==> src/procPkg.sv <==
`default_nettype none

package procPkg;

	// Instruction opcodes, IR bits 9 to 6
	typedef enum logic [3:0] {
		Add  = 4'd0,
		Sub  = 4'd1,
		Or   = 4'd2,
		Slt  = 4'd3,
		Sll  = 4'd4,
		Srl  = 4'd5,
		Mv   = 4'd6,
		Mvi  = 4'd7,
		Ld   = 4'd8,
		Sd   = 4'd9,
		Mvnz = 4'd10
	} opcodeT; // Codes 11 to 15 run as no-op

	typedef logic [2:0] regIdxT; // R0 to R7

	localparam regIdxT PcIdx = 3'd7; // R7 doubles as program counter

	// Low 10 bits of an instruction word
	typedef struct packed {
		opcodeT opcode; // Bits 9 to 6
		regIdxT rx;     // Bits 5 to 3, destination / first operand
		regIdxT ry;     // Bits 2 to 0, second operand / address
	} instrT;

	typedef enum logic [2:0] {
		AluAdd = 3'd0,
		AluSub = 3'd1,
		AluOr  = 3'd2,
		AluSlt = 3'd3,
		AluSll = 3'd4,
		AluSrl = 3'd5
	} aluOpT;

	// Who drives the shared bus
	typedef enum logic [1:0] {
		BusReg = 2'd0, // Register file read port
		BusG   = 2'd1, // ALU result register
		BusDin = 2'd2  // Memory read data
	} busSrcT;

	typedef logic [2:0] stepT; // Step inside one instruction

	// Control word, one per cycle
	typedef struct packed {
		busSrcT busSrc;   // Bus driver
		regIdxT rdSel;    // Register read port select
		logic   wrEn;     // Register write from bus
		regIdxT wrSel;    // Register write target
		logic   aIn;      // A loads bus
		logic   gIn;      // G loads ALU result
		aluOpT  aluOp;
		logic   addrIn;   // Addr loads bus
		logic   doutIn;   // Dout loads bus
		logic   wrStrobe; // Memory write in next cycle
		logic   pcIncr;   // PC + 1
		logic   irIn;     // IR loads din
		logic   done;     // Last step of instruction
	} ctrlT;

endpackage

`default_nettype wire
==> src/procCore.sv <==
`timescale 1ns/10ps
`default_nettype none

module procCore #(
	parameter int DataWidth = 16,
	parameter int ResetPc   = 10
) (
	input  wire logic                 Clock,
	input  wire logic                 rstN,
	input  wire logic [DataWidth-1:0] din,  // Memory read data
	output logic      [DataWidth-1:0] addr, // Memory address
	output logic      [DataWidth-1:0] dout, // Memory write data
	output logic                      wren,
	output logic                      done  // One cycle per finished instruction
);

	procPkg::ctrlT  ctrl;
	procPkg::instrT instr;
	procPkg::stepT  step;

	logic [DataWidth-1:0] bus;
	logic [DataWidth-1:0] rdData;
	logic [DataWidth-1:0] pc;
	logic                 gNonZero;

	// Instruction word needs 10 bits of din
	if (DataWidth < 10) begin : g_widthCheck
		$error("procCore: DataWidth must be at least 10");
	end

	instrSequencer #(
		.DataWidth(DataWidth)
	) i_instrSequencer (
		.Clock(Clock),
		.rstN (rstN),
		.ctrl (ctrl),
		.din  (din),
		.step (step),
		.instr(instr)
	);

	controlDecode i_controlDecode (
		.step    (step),
		.instr   (instr),
		.gNonZero(gNonZero),
		.ctrl    (ctrl)
	);

	regFile #(
		.DataWidth(DataWidth),
		.ResetPc  (ResetPc)
	) i_regFile (
		.Clock (Clock),
		.rstN  (rstN),
		.ctrl  (ctrl),
		.wrData(bus),
		.rdData(rdData),
		.pc    (pc)
	);

	busDatapath #(
		.DataWidth(DataWidth),
		.ResetPc  (ResetPc)
	) i_busDatapath (
		.Clock   (Clock),
		.rstN    (rstN),
		.ctrl    (ctrl),
		.din     (din),
		.rdData  (rdData),
		.pc      (pc),
		.bus     (bus),
		.gNonZero(gNonZero),
		.addr    (addr),
		.dout    (dout),
		.wren    (wren)
	);

	assign done = ctrl.done; // Decoder strobe straight out

endmodule

`default_nettype wire

==> src/busDatapath.sv <==
`timescale 1ns/10ps
`default_nettype none

module busDatapath #(
	parameter int DataWidth = 16,
	parameter int ResetPc   = 10
) (
	input  wire logic                 Clock,
	input  wire logic                 rstN,
	input  wire procPkg::ctrlT        ctrl,
	input  wire logic [DataWidth-1:0] din,
	input  wire logic [DataWidth-1:0] rdData,
	input  wire logic [DataWidth-1:0] pc,
	output logic      [DataWidth-1:0] bus,
	output logic                      gNonZero,
	output logic      [DataWidth-1:0] addr,
	output logic      [DataWidth-1:0] dout,
	output logic                      wren
);

	logic [DataWidth-1:0] regA;      // First ALU operand
	logic [DataWidth-1:0] regG;      // ALU result
	logic [DataWidth-1:0] aluResult;

	// Shared bus
	always_comb begin
		case (ctrl.busSrc)
			procPkg::BusG:   bus = regG;
			procPkg::BusDin: bus = din;
			default:         bus = rdData; // Register read port carries the PC for R7
		endcase
	end

	aluUnit #(
		.DataWidth(DataWidth)
	) i_aluUnit (
		.a     (regA),
		.b     (bus),
		.op    (ctrl.aluOp),
		.result(aluResult)
	);

	always_ff @(posedge Clock) begin
		if (!rstN) begin
			regA <= '0;
			regG <= '0;
			addr <= DataWidth'(ResetPc); // Points at first instruction
			wren <= 1'b0;
		end else begin
			if (ctrl.aIn) begin
				regA <= bus;
			end
			if (ctrl.gIn) begin
				regG <= aluResult;
			end
			if (ctrl.addrIn) begin
				addr <= bus;
			end
			wren <= ctrl.wrStrobe; // Single-cycle write strobe
		end
	end

	// Store data toward memory
	always_ff @(posedge Clock) begin
		if (ctrl.doutIn) begin
			dout <= bus;
		end
	end

	assign gNonZero = |regG; // Condition for mvnz

endmodule

`default_nettype wire

==> src/regFile.sv <==
`timescale 1ns/10ps
`default_nettype none

module regFile #(
	parameter int DataWidth = 16,
	parameter int ResetPc   = 10
) (
	input  wire logic                 Clock,
	input  wire logic                 rstN,
	input  wire procPkg::ctrlT        ctrl,
	input  wire logic [DataWidth-1:0] wrData, // From the bus
	output logic      [DataWidth-1:0] rdData,
	output logic      [DataWidth-1:0] pc
);

	logic [DataWidth-1:0] regs [8]; // R0 to R6, R7 is the PC
	logic                 pcWrite;  // Bus write to R7 this cycle

	assign pcWrite = ctrl.wrEn && (ctrl.wrSel == procPkg::PcIdx);

	always_ff @(posedge Clock) begin
		if (!rstN) begin
			for (int i = 0; i < 8; i++) begin
				regs[i] <= '0;
			end
			regs[procPkg::PcIdx] <= DataWidth'(ResetPc); // Overrides the clear above
		end else begin
			if (ctrl.wrEn) begin
				regs[ctrl.wrSel] <= wrData;
			end
			if (ctrl.pcIncr && !pcWrite) begin
				regs[procPkg::PcIdx] <= regs[procPkg::PcIdx] + 1'b1; // Jump wins over increment
			end
		end
	end

	assign rdData = regs[ctrl.rdSel];
	assign pc     = regs[procPkg::PcIdx];

endmodule

`default_nettype wire

==> src/controlDecode.sv <==
`timescale 1ns/10ps
`default_nettype none

module controlDecode (
	input  wire procPkg::stepT  step,
	input  wire procPkg::instrT instr,
	input  wire logic           gNonZero, // G holds a nonzero value
	output procPkg::ctrlT       ctrl
);

	always_comb begin
		ctrl        = '0;              // Everything idle
		ctrl.busSrc = procPkg::BusReg;
		ctrl.aluOp  = procPkg::AluAdd;

		case (step)
			3'd0: begin
				ctrl.rdSel  = procPkg::PcIdx; // PC onto bus
				ctrl.addrIn = 1'b1;           // Fetch address
			end
			3'd1: begin
				// Memory latency, nothing to drive
			end
			3'd2: begin
				ctrl.irIn = 1'b1; // Instruction word is on din
			end
			3'd3: begin
				case (instr.opcode)
					procPkg::Add, procPkg::Sub, procPkg::Or,
					procPkg::Slt, procPkg::Sll, procPkg::Srl: begin
						ctrl.rdSel = instr.rx; // First operand into A
						ctrl.aIn   = 1'b1;
					end
					procPkg::Mv: begin
						ctrl.rdSel  = instr.ry;
						ctrl.wrEn   = 1'b1;
						ctrl.wrSel  = instr.rx;
						ctrl.done   = 1'b1;
						ctrl.pcIncr = 1'b1;
					end
					procPkg::Mvnz: begin
						ctrl.rdSel  = instr.ry;
						ctrl.wrEn   = gNonZero; // Copy only if G != 0
						ctrl.wrSel  = instr.rx;
						ctrl.done   = 1'b1;
						ctrl.pcIncr = 1'b1;
					end
					procPkg::Mvi: begin
						ctrl.pcIncr = 1'b1; // Step over to the immediate word
					end
					procPkg::Ld, procPkg::Sd: begin
						ctrl.rdSel  = instr.ry; // Ry holds the memory address
						ctrl.addrIn = 1'b1;
					end
					default: begin
						ctrl.done = 1'b1; // Unknown opcode, no-op
					end
				endcase
			end
			3'd4: begin
				case (instr.opcode)
					procPkg::Add, procPkg::Sub, procPkg::Or,
					procPkg::Slt, procPkg::Sll, procPkg::Srl: begin
						ctrl.rdSel = instr.ry; // Second operand on bus
						ctrl.gIn   = 1'b1;
						case (instr.opcode)
							procPkg::Sub: ctrl.aluOp = procPkg::AluSub;
							procPkg::Or:  ctrl.aluOp = procPkg::AluOr;
							procPkg::Slt: ctrl.aluOp = procPkg::AluSlt;
							procPkg::Sll: ctrl.aluOp = procPkg::AluSll;
							procPkg::Srl: ctrl.aluOp = procPkg::AluSrl;
							default:      ctrl.aluOp = procPkg::AluAdd;
						endcase
					end
					procPkg::Mvi: begin
						ctrl.rdSel  = procPkg::PcIdx; // Address of immediate
						ctrl.addrIn = 1'b1;
					end
					procPkg::Sd: begin
						ctrl.rdSel    = instr.rx; // Store data
						ctrl.doutIn   = 1'b1;
						ctrl.wrStrobe = 1'b1;     // wren high next cycle
					end
					default: begin
						// Ld waits for memory here
					end
				endcase
			end
			3'd5: begin
				case (instr.opcode)
					procPkg::Add, procPkg::Sub, procPkg::Or,
					procPkg::Slt, procPkg::Sll, procPkg::Srl: begin
						ctrl.busSrc = procPkg::BusG; // Result back to Rx
						ctrl.wrEn   = 1'b1;
						ctrl.wrSel  = instr.rx;
						ctrl.done   = 1'b1;
						ctrl.pcIncr = 1'b1;
					end
					procPkg::Ld: begin
						ctrl.busSrc = procPkg::BusDin; // Loaded word
						ctrl.wrEn   = 1'b1;
						ctrl.wrSel  = instr.rx;
						ctrl.done   = 1'b1;
						ctrl.pcIncr = 1'b1;
					end
					procPkg::Sd: begin
						ctrl.done   = 1'b1; // Memory write happens this cycle
						ctrl.pcIncr = 1'b1;
					end
					default: begin
						// Mvi waits for the immediate
					end
				endcase
			end
			3'd6: begin
				ctrl.done   = 1'b1;
				ctrl.pcIncr = 1'b1;
				if (instr.opcode == procPkg::Mvi) begin
					ctrl.busSrc = procPkg::BusDin; // Immediate into Rx
					ctrl.wrEn   = 1'b1;
					ctrl.wrSel  = instr.rx;
				end
			end
			default: begin
				ctrl.done = 1'b1; // Step 7 never reached, recover anyway
			end
		endcase
	end

endmodule

`default_nettype wire

==> src/instrSequencer.sv <==
`timescale 1ns/10ps
`default_nettype none

module instrSequencer #(
	parameter int DataWidth = 16
) (
	input  wire logic                 Clock,
	input  wire logic                 rstN,
	input  wire procPkg::ctrlT        ctrl,
	input  wire logic [DataWidth-1:0] din,
	output procPkg::stepT             step,
	output procPkg::instrT            instr
);

	// Step counter, back to 0 after the done cycle
	always_ff @(posedge Clock) begin
		if (!rstN) begin
			step <= '0;
		end else if (ctrl.done) begin
			step <= '0;
		end else begin
			step <= step + 1'b1; // One step per cycle
		end
	end

	// Instruction register, loaded at end of step 2
	always_ff @(posedge Clock) begin
		if (!rstN) begin
			instr <= '0;
		end else if (ctrl.irIn) begin
			instr <= procPkg::instrT'(din[9:0]); // Upper bits of the word ignored
		end
	end

endmodule

`default_nettype wire

==> src/aluUnit.sv <==
`timescale 1ns/10ps
`default_nettype none

module aluUnit #(
	parameter int DataWidth = 16
) (
	input  wire logic [DataWidth-1:0] a,
	input  wire logic [DataWidth-1:0] b,
	input  wire procPkg::aluOpT       op,
	output logic      [DataWidth-1:0] result
);

	always_comb begin
		case (op)
			procPkg::AluAdd: result = a + b; // Wraps modulo 2^DataWidth
			procPkg::AluSub: result = a - b;
			procPkg::AluOr:  result = a | b;
			procPkg::AluSlt: result = DataWidth'(a < b); // Unsigned, 1 or 0
			procPkg::AluSll: result = a << b; // Zero once b >= DataWidth
			procPkg::AluSrl: result = a >> b;
			default:         result = '0;
		endcase
	end

endmodule

`default_nettype wire

==> config.mk <==
export PLATFORM = sky130hd
export DESIGN_NAME = procCore
export DESIGN_NICKNAME = d
export VERILOG_FILES = /design/src/procPkg.sv /design/src/procCore.sv /design/src/busDatapath.sv /design/src/regFile.sv /design/src/controlDecode.sv /design/src/instrSequencer.sv /design/src/aluUnit.sv
export SDC_FILE = /design/constraint.sdc
export NUM_CORES = 1
export LEC_CHECK = 0
export BUFFER_PORTS_ARGS = -buffer_cell sky130_fd_sc_hd__buf_2
export CORE_MARGIN = 2
export CORE_UTILIZATION = 51
export DETAILED_ROUTE_END_ITERATION = 12
export PLACE_DENSITY = 0.68
export SKIP_CTS_REPAIR_TIMING = 1
export SYNTH_ARGS = -nofsm -noshare
export SYNTH_HDL_FRONTEND = slang
export SYNTH_HIERARCHICAL = 1
export SYNTH_SLANG_ARGS = --single-unit
==> constraint.sdc <==
create_clock -name Clock -period 6.95 [get_ports Clock]
set_input_delay 0.695 -clock Clock [delete_from_list [all_inputs] [get_ports Clock]]
set_output_delay 0.695 -clock Clock [all_outputs]
set_load 0.01 [all_outputs]
======== Word level (Yosys, flattened, before mapping) ========
Memories as Yosys holds them, arrays and structs flattened.
Index checks and enable logic that the tools add are counted.
storage, ports and cells
  memory bits (read-only) ................. 0
  register bits ........................... 78
  memories kept ........................... 1
  logic and storage cells ................. 103
  latch bits .............................. 0
  RAM bits ................................ 128
  output and inout bits ................... 34
cells by class
  equal/unequal tests ..................... 24
  reductions and logical operators ........ 18
  $lt $le $gt $ge ......................... 1
  $mul .................................... 0
  div/mod/pow operators ................... 0
  shifts and indexed selects .............. 2
  add/sub/neg operators ................... 4
  bitwise logic cells ..................... 4
  multiplexer cells ....................... 40
memory list
  name            words  width  read ports  clocked after Yosys merged registers in  write ports  line           RTL
  i_regFile.regs  8      16     2           0                                        8            regFile.sv:16  logic [DataWidth-1:0] regs [8];
operators with widths
  kind                                                              count
  16-bit case mux with 6 select lines                               1
  16-bit two-way mux                                                3
  16-bit case mux with 2 select lines                               1
  16-bit OR reduction                                               2
  3-bit == test (second input constant)                             6
  3-bit case mux with 3 select lines                                2
  16-bit by 1-bit adder with 16-bit output (second input constant)  1
  16-bit adder                                                      1
  4-bit by 3-bit == test with 1-bit output (second input constant)  4
  16-bit < comparator                                               1
  1-bit two-way mux                                                 16
  4-bit two-way mux                                                 4
  16-bit bitwise OR                                                 1
  16-bit by 16-bit << shifter with 16-bit output                    1
  16-bit by 16-bit >> shifter with 16-bit output                    1
  16-bit subtractor                                                 1
  3-bit case mux with 5 select lines                                1
  3-bit by 2-bit == test with 1-bit output (second input constant)  4
  4-bit == test (second input constant)                             3
  4-bit case mux with 3 select lines                                1
  1-bit case mux with 3 select lines                                3
  9-bit OR reduction                                                1
  4-bit by 2-bit == test with 1-bit output (second input constant)  2
  2-bit case mux with 2 select lines                                2
  other kinds (22)                                                  30

======== Depth between registers and ports, before layout ========
  depth in word-level cells ............... 12
  mapped depth ............................ 26

======== Hierarchy ========
Netlist, hierarchy kept.
by module, submodules not included
  module          cells an instance  instances  sequential area each (sq um)  area an instance (sq um)
  regFile         411                1          3843.7                        6216.0
  aluUnit         508                1          0.0                           3509.6
  busDatapath     266                1          1461.4                        3055.4
  controlDecode   92                 1          0.0                           573.0
  instrSequencer  42                 1          260.2                         480.5

======== Worst setup path after synthesis ========
Ideal clock, no wire load.
  kind .................................... register -> register
  from .................................... reg i_instrSequencer/instr[9] (netlist name)
  to ...................................... reg i_busDatapath.regG[12]
  arrival time ............................ 4.976 ns
  library setup time ...................... 0.116 ns
  path slack .............................. 1.858 ns
  cell stages (with the launch flop) ...... 26
  cells stage by stage .................... dfxtp_1 buf_2 and4bb_2 a32oi_1 nor2b_1 a221o_1 buf_6 buf_8 mux4_1 mux2_2 inv_1 mux2i_1 clkbuf_1 inv_1 clkbuf_1 ha_1 clkbuf_1 nor2b_1 o31a_1 o41a_1 o21ai_0 a221oi_1 xnor2_1 o221ai_1 mux2i_1 nor2b_1
RTL lines
  element               line               RTL
  to (signal assigned)  busDatapath.sv:54  regG <= aluResult;
  to (decl)             busDatapath.sv:22  logic [DataWidth-1:0] regG;

==> summary.txt <==
Status
  – Status: completed

Yosys
  – Primary FF master, synth: edfxtp_1
  – Post-synth cell types: 85
  – Mapped Area: about 14000 µm²
  – Async set-or-reset flop fraction in the synthesized netlist: 0%
  – Top cells by area, synth: edfxtp_1, dfxtp_1, mux4_1
  – Synthesized area per cell: approximately 10 µm²
  – Synth warnings: 6
  – Top-count cell post-synth: edfxtp_1
  – Cells after synthesis: roughly 1300
  – Post-synth net total: 1390
  – #FFs+latches synth: between 200 and 250
  – Area leader, netlist: edfxtp_1
  – List of most frequent post-synthesis cells: edfxtp_1, and2_1, nand2_1
  – Post-synth top area share: between 30% and 40%
  – Number of synthesized flops with an enable pin: around 140
  – Register area share after synthesis: 40.23%

Power
  – P_int: roughly 2.6 mW
  – Clock power share: around a third
  – Switching portion of total power: a little over a third
  – Pwr/cell area: 263.6 nW/µm²
  – Gate power share: between 30% and 40%
  – Tot Pwr: 3.968 mW
  – Standby leakage power: ~5.5 nW
  – Sequential power share: 36.4%
  – Max VDD drop: 0.0002565 V
  – Net Sw Power: approximately 1.4 mW

Placed design
  – DP Cell Count: 1653
  – Routability cong.: slightly below 1
  – Number of port buffers: 51
  – Pre-CTS setup slack: just under 0.9 ns
  – Cell Area, Placed: roughly 14000 µm²
  – HPWL Detailed: between 30 and 40 mm

Worst setup path
  – CP peak stage delay: approximately 0.73 ns
  – Crit path launch: i_instrSequencer/instr[7]$_SDFFE_PN0P_
  – R2R Path Start: i_instrSequencer/instr[7]$_SDFFE_PN0P_
  – Critical path peak fanout: 27
  – CP max stage cell: dfxtp_1
  – Crit path arrival time: approximately 6.7 ns
  – Setup slack, reg-to-reg: around 0.74 ns
  – CP Capture Type: flip-flop
  – Setup crit start kind: flip-flop
  – WS Path Type: reg -> reg
  – Top delay family on crit path: compound AO/OA/AOI/OAI gates
  – Critical Path RT: ~7.4 ns
  – R2r endpoint: i_busDatapath/regG[11]$_SDFFE_PN0P_
  – Worst path cell trace: and4bb_2, a32oi_1, nor2b_1, a221o_2, buf_4, mux4_1, mux2_2, inv_1, mux2i_1, inv_1, ha_1, or3_1, or2_2, o21ai_1, nor4_1, o211ai_1, xnor2_1, o221ai_1, mux2i_1, nor2b_1
  – Critical path buffers and inverters: 3
  – Reg2Reg Depth: 20

Drt
  – Post-route antenna net violation count: 0
  – DR WL/cell: approximately 25 µm
  – First-pass iteration count of the detailed router: 5
  – Routed wire length: 42.04 mm
  – Via-to-Cell Ratio: 6.468
  – Vias after detailed routing: 10937
  – Detailed-route DRC error count: 0
  – Detailed router's first-iteration violation count: ~1300

Min path
  – WHS Path Cells: 3
  – HP Start: din[5]
  – WHS Endpoint: i_instrSequencer/instr[5]$_SDFFE_PN0P_
  – HP Class: in -> reg

STA
  – Worst-Margin Slew: about 1.1 ns
  – Setup_tns: 0 ns
  – Skew final: between 0.01 and 0.015 ns
  – Final worst path period share: between 80% and 90%
  – Final min period: ~6.2 ns
  – Slew HR: a little over a fifth
  – Final worst setup slack: 0.7381 ns
  – # setup viols final: 0
  – Fin. max-slew vios: 0
  – RSZ-0062 raised after global routing: false
  – Fmax: roughly 0.16 GHz
  – Fin. Hold Viols: 0
  – Worst hold margin: around 0.47 ns

Final layout
  – Area Overhead vs Synth: 8.818%
  – Share of layout cells above drive strength 1: ~15%
  – Inserted Diodes: 0
  – Fin area: 15050 µm²
  – Post-Route Utilization: ~56%
  – Fin cells: ~1700
  – Nets: between 1000 and 1500
  – FILL cells: 2305

Floorplanning
  – Die width: about 170 µm
  – Floorplan core area: ~27000 µm²
  – Num rows: 60
  – Die footprint: 28460 µm²
  – Die Height: between 150 and 200 µm
  – Starting Density: 51.62%
  – # IOs: between 50 and 60

CTS
  – Clk sinks: a little over 200
  – Clock transition at the registers of the reported paths: around 0.060 ns
  – Cts bufs inserted: 24
  – H-Tree Depth: 1
  – Root buf cell: clkbuf_16
  – CTS tree: yes
  – Clock buffer depth: 3
  – Clk_lat worst skew: between 0.5 and 0.6 ns

Global routing
  – GRT Residual Overflow: 0
  – Largest net degree at the start of global routing: 91
  – Initial antenna violation count: 0
  – Vias in the first global route: 10547
  – GRT Resource Usage Total: about 30%
  – Global-route wire length before repair: approximately 64 mm

Run
  – # Max-Cap Violations: 0
==> cell families after synthesis <==
kind of cell	share of synthesized area [%]
multiplexers	13.53
flip-flops	40.23
XOR/XNOR	1.899
buffers and inverters	5.625
adder cells (fa/ha/maj)	4.902
AO/OA/AOI/OAI	14.72
AND/OR/NAND/NOR	19.09
==> registers in the layout (all words and copies together) (netlist names) <==
register and cells:
i_busDatapath/dout 16, i_busDatapath/addr 16, i_instrSequencer/step 3, i_busDatapath/regA 16, i_busDatapath/wren 1, i_regFile/regs 128, i_busDatapath/regG 16, i_instrSequencer/instr 10
==> area by class of cell <==
type,count,area (µm²),area share [%]
clock inverter,7,110.1,0.7314
clock buffer,31,656.9,4.363
inverter,69,259.0,1.720
sequential,206,5565,36.97
timing repair buffer,85,510.5,3.391
multi-input combinational,952,7526,49.99
tap,341,426.7,2.834
==> power by group through the flow <==
stage	clock network, mW	logic (mW)	registers [mW]
after floorplan	0	0.873	1.45
after CTS	1.26	1.26	1.44
after global placement	0	1.25	1.47
after global routing	1.31	1.37	1.45
final	1.24	1.28	1.45
after detailed placement	0	1.25	1.47
==> cells in the final DEF, fill, tap and decap left out, types with 10 or more instances in the layout <==
master     count
nand2_1       87
buf_4         34
dfxtp_1       62
mux4_2        12
nand3b_1      35
o221ai_2      11
o21ai_1       13
o221ai_1      37
clkbuf_16     24
inv_1         66
nand3_1       17
nand2b_1      20
edfxtp_1     144
mux2_2        25
o21ai_0       53
buf_2         51
mux2i_1       58
nor4_1        19
and2_1       104
nor3_1        25
nor2_1        66
a22oi_1       10
ha_1          51
mux4_1        27
a21oi_1       44
xnor2_1       27
nor2b_1       51
==> routing by layer <==
metal | up-vias | wire (µm) | global-route usage [%] | share of wire (%)
li1 | 4957 | - | - | -
met1 | 5398 | 17780 | 40.30 | 42
met2 | 490 | 19720 | 49.02 | 47
met3 | 92 | 3132 | 3.881 | 7.5
met4 | 0 | 1406 | 9.820 | 3.3
met5 | - | 0 | 0 | 0
==> worst reg2reg max path: stages (launching register included) <==
cell      delay [ns]
dfxtp_1         0.73
and4bb_2        0.32
a32oi_1         0.26
nor2b_1         0.09
a221o_2         0.63
buf_4           0.34
mux4_1          0.33
mux2_2          0.16
inv_1           0.05
mux2i_1         0.63
inv_1           0.29
ha_1            0.31
or3_1           0.39
or2_2           0.30
o21ai_1         0.31
nor4_1          0.08
o211ai_1        0.30
xnor2_1         0.19
o221ai_1        0.16
mux2i_1         0.17
nor2b_1         0.06
==> worst max path at each step <==
| stage | to | slack, ns | cells past startpoint |
|---|---|---|---|
| 2_1_floorplan | i_busDatapath/regG[12]$_SDFFE_PN0P_ | 1.86 | 25 |
| 5_1_grt | i_busDatapath/regG[11]$_SDFFE_PN0P_ | 0.37 | 20 |
| 4_1_cts | i_busDatapath/regG[15]$_SDFFE_PN0P_ | 0.86 | 20 |
| 6_report | i_busDatapath/regG[11]$_SDFFE_PN0P_ | 0.74 | 20 |
| 3_5_place_dp | i_busDatapath/regG[15]$_SDFFE_PN0P_ | 0.88 | 20 |
| 3_3_place_gp | i_busDatapath/regG[11]$_SDFFE_PN0P_ | 0.98 | 20 |
Note: power is estimated with default switching activity, not from simulation.
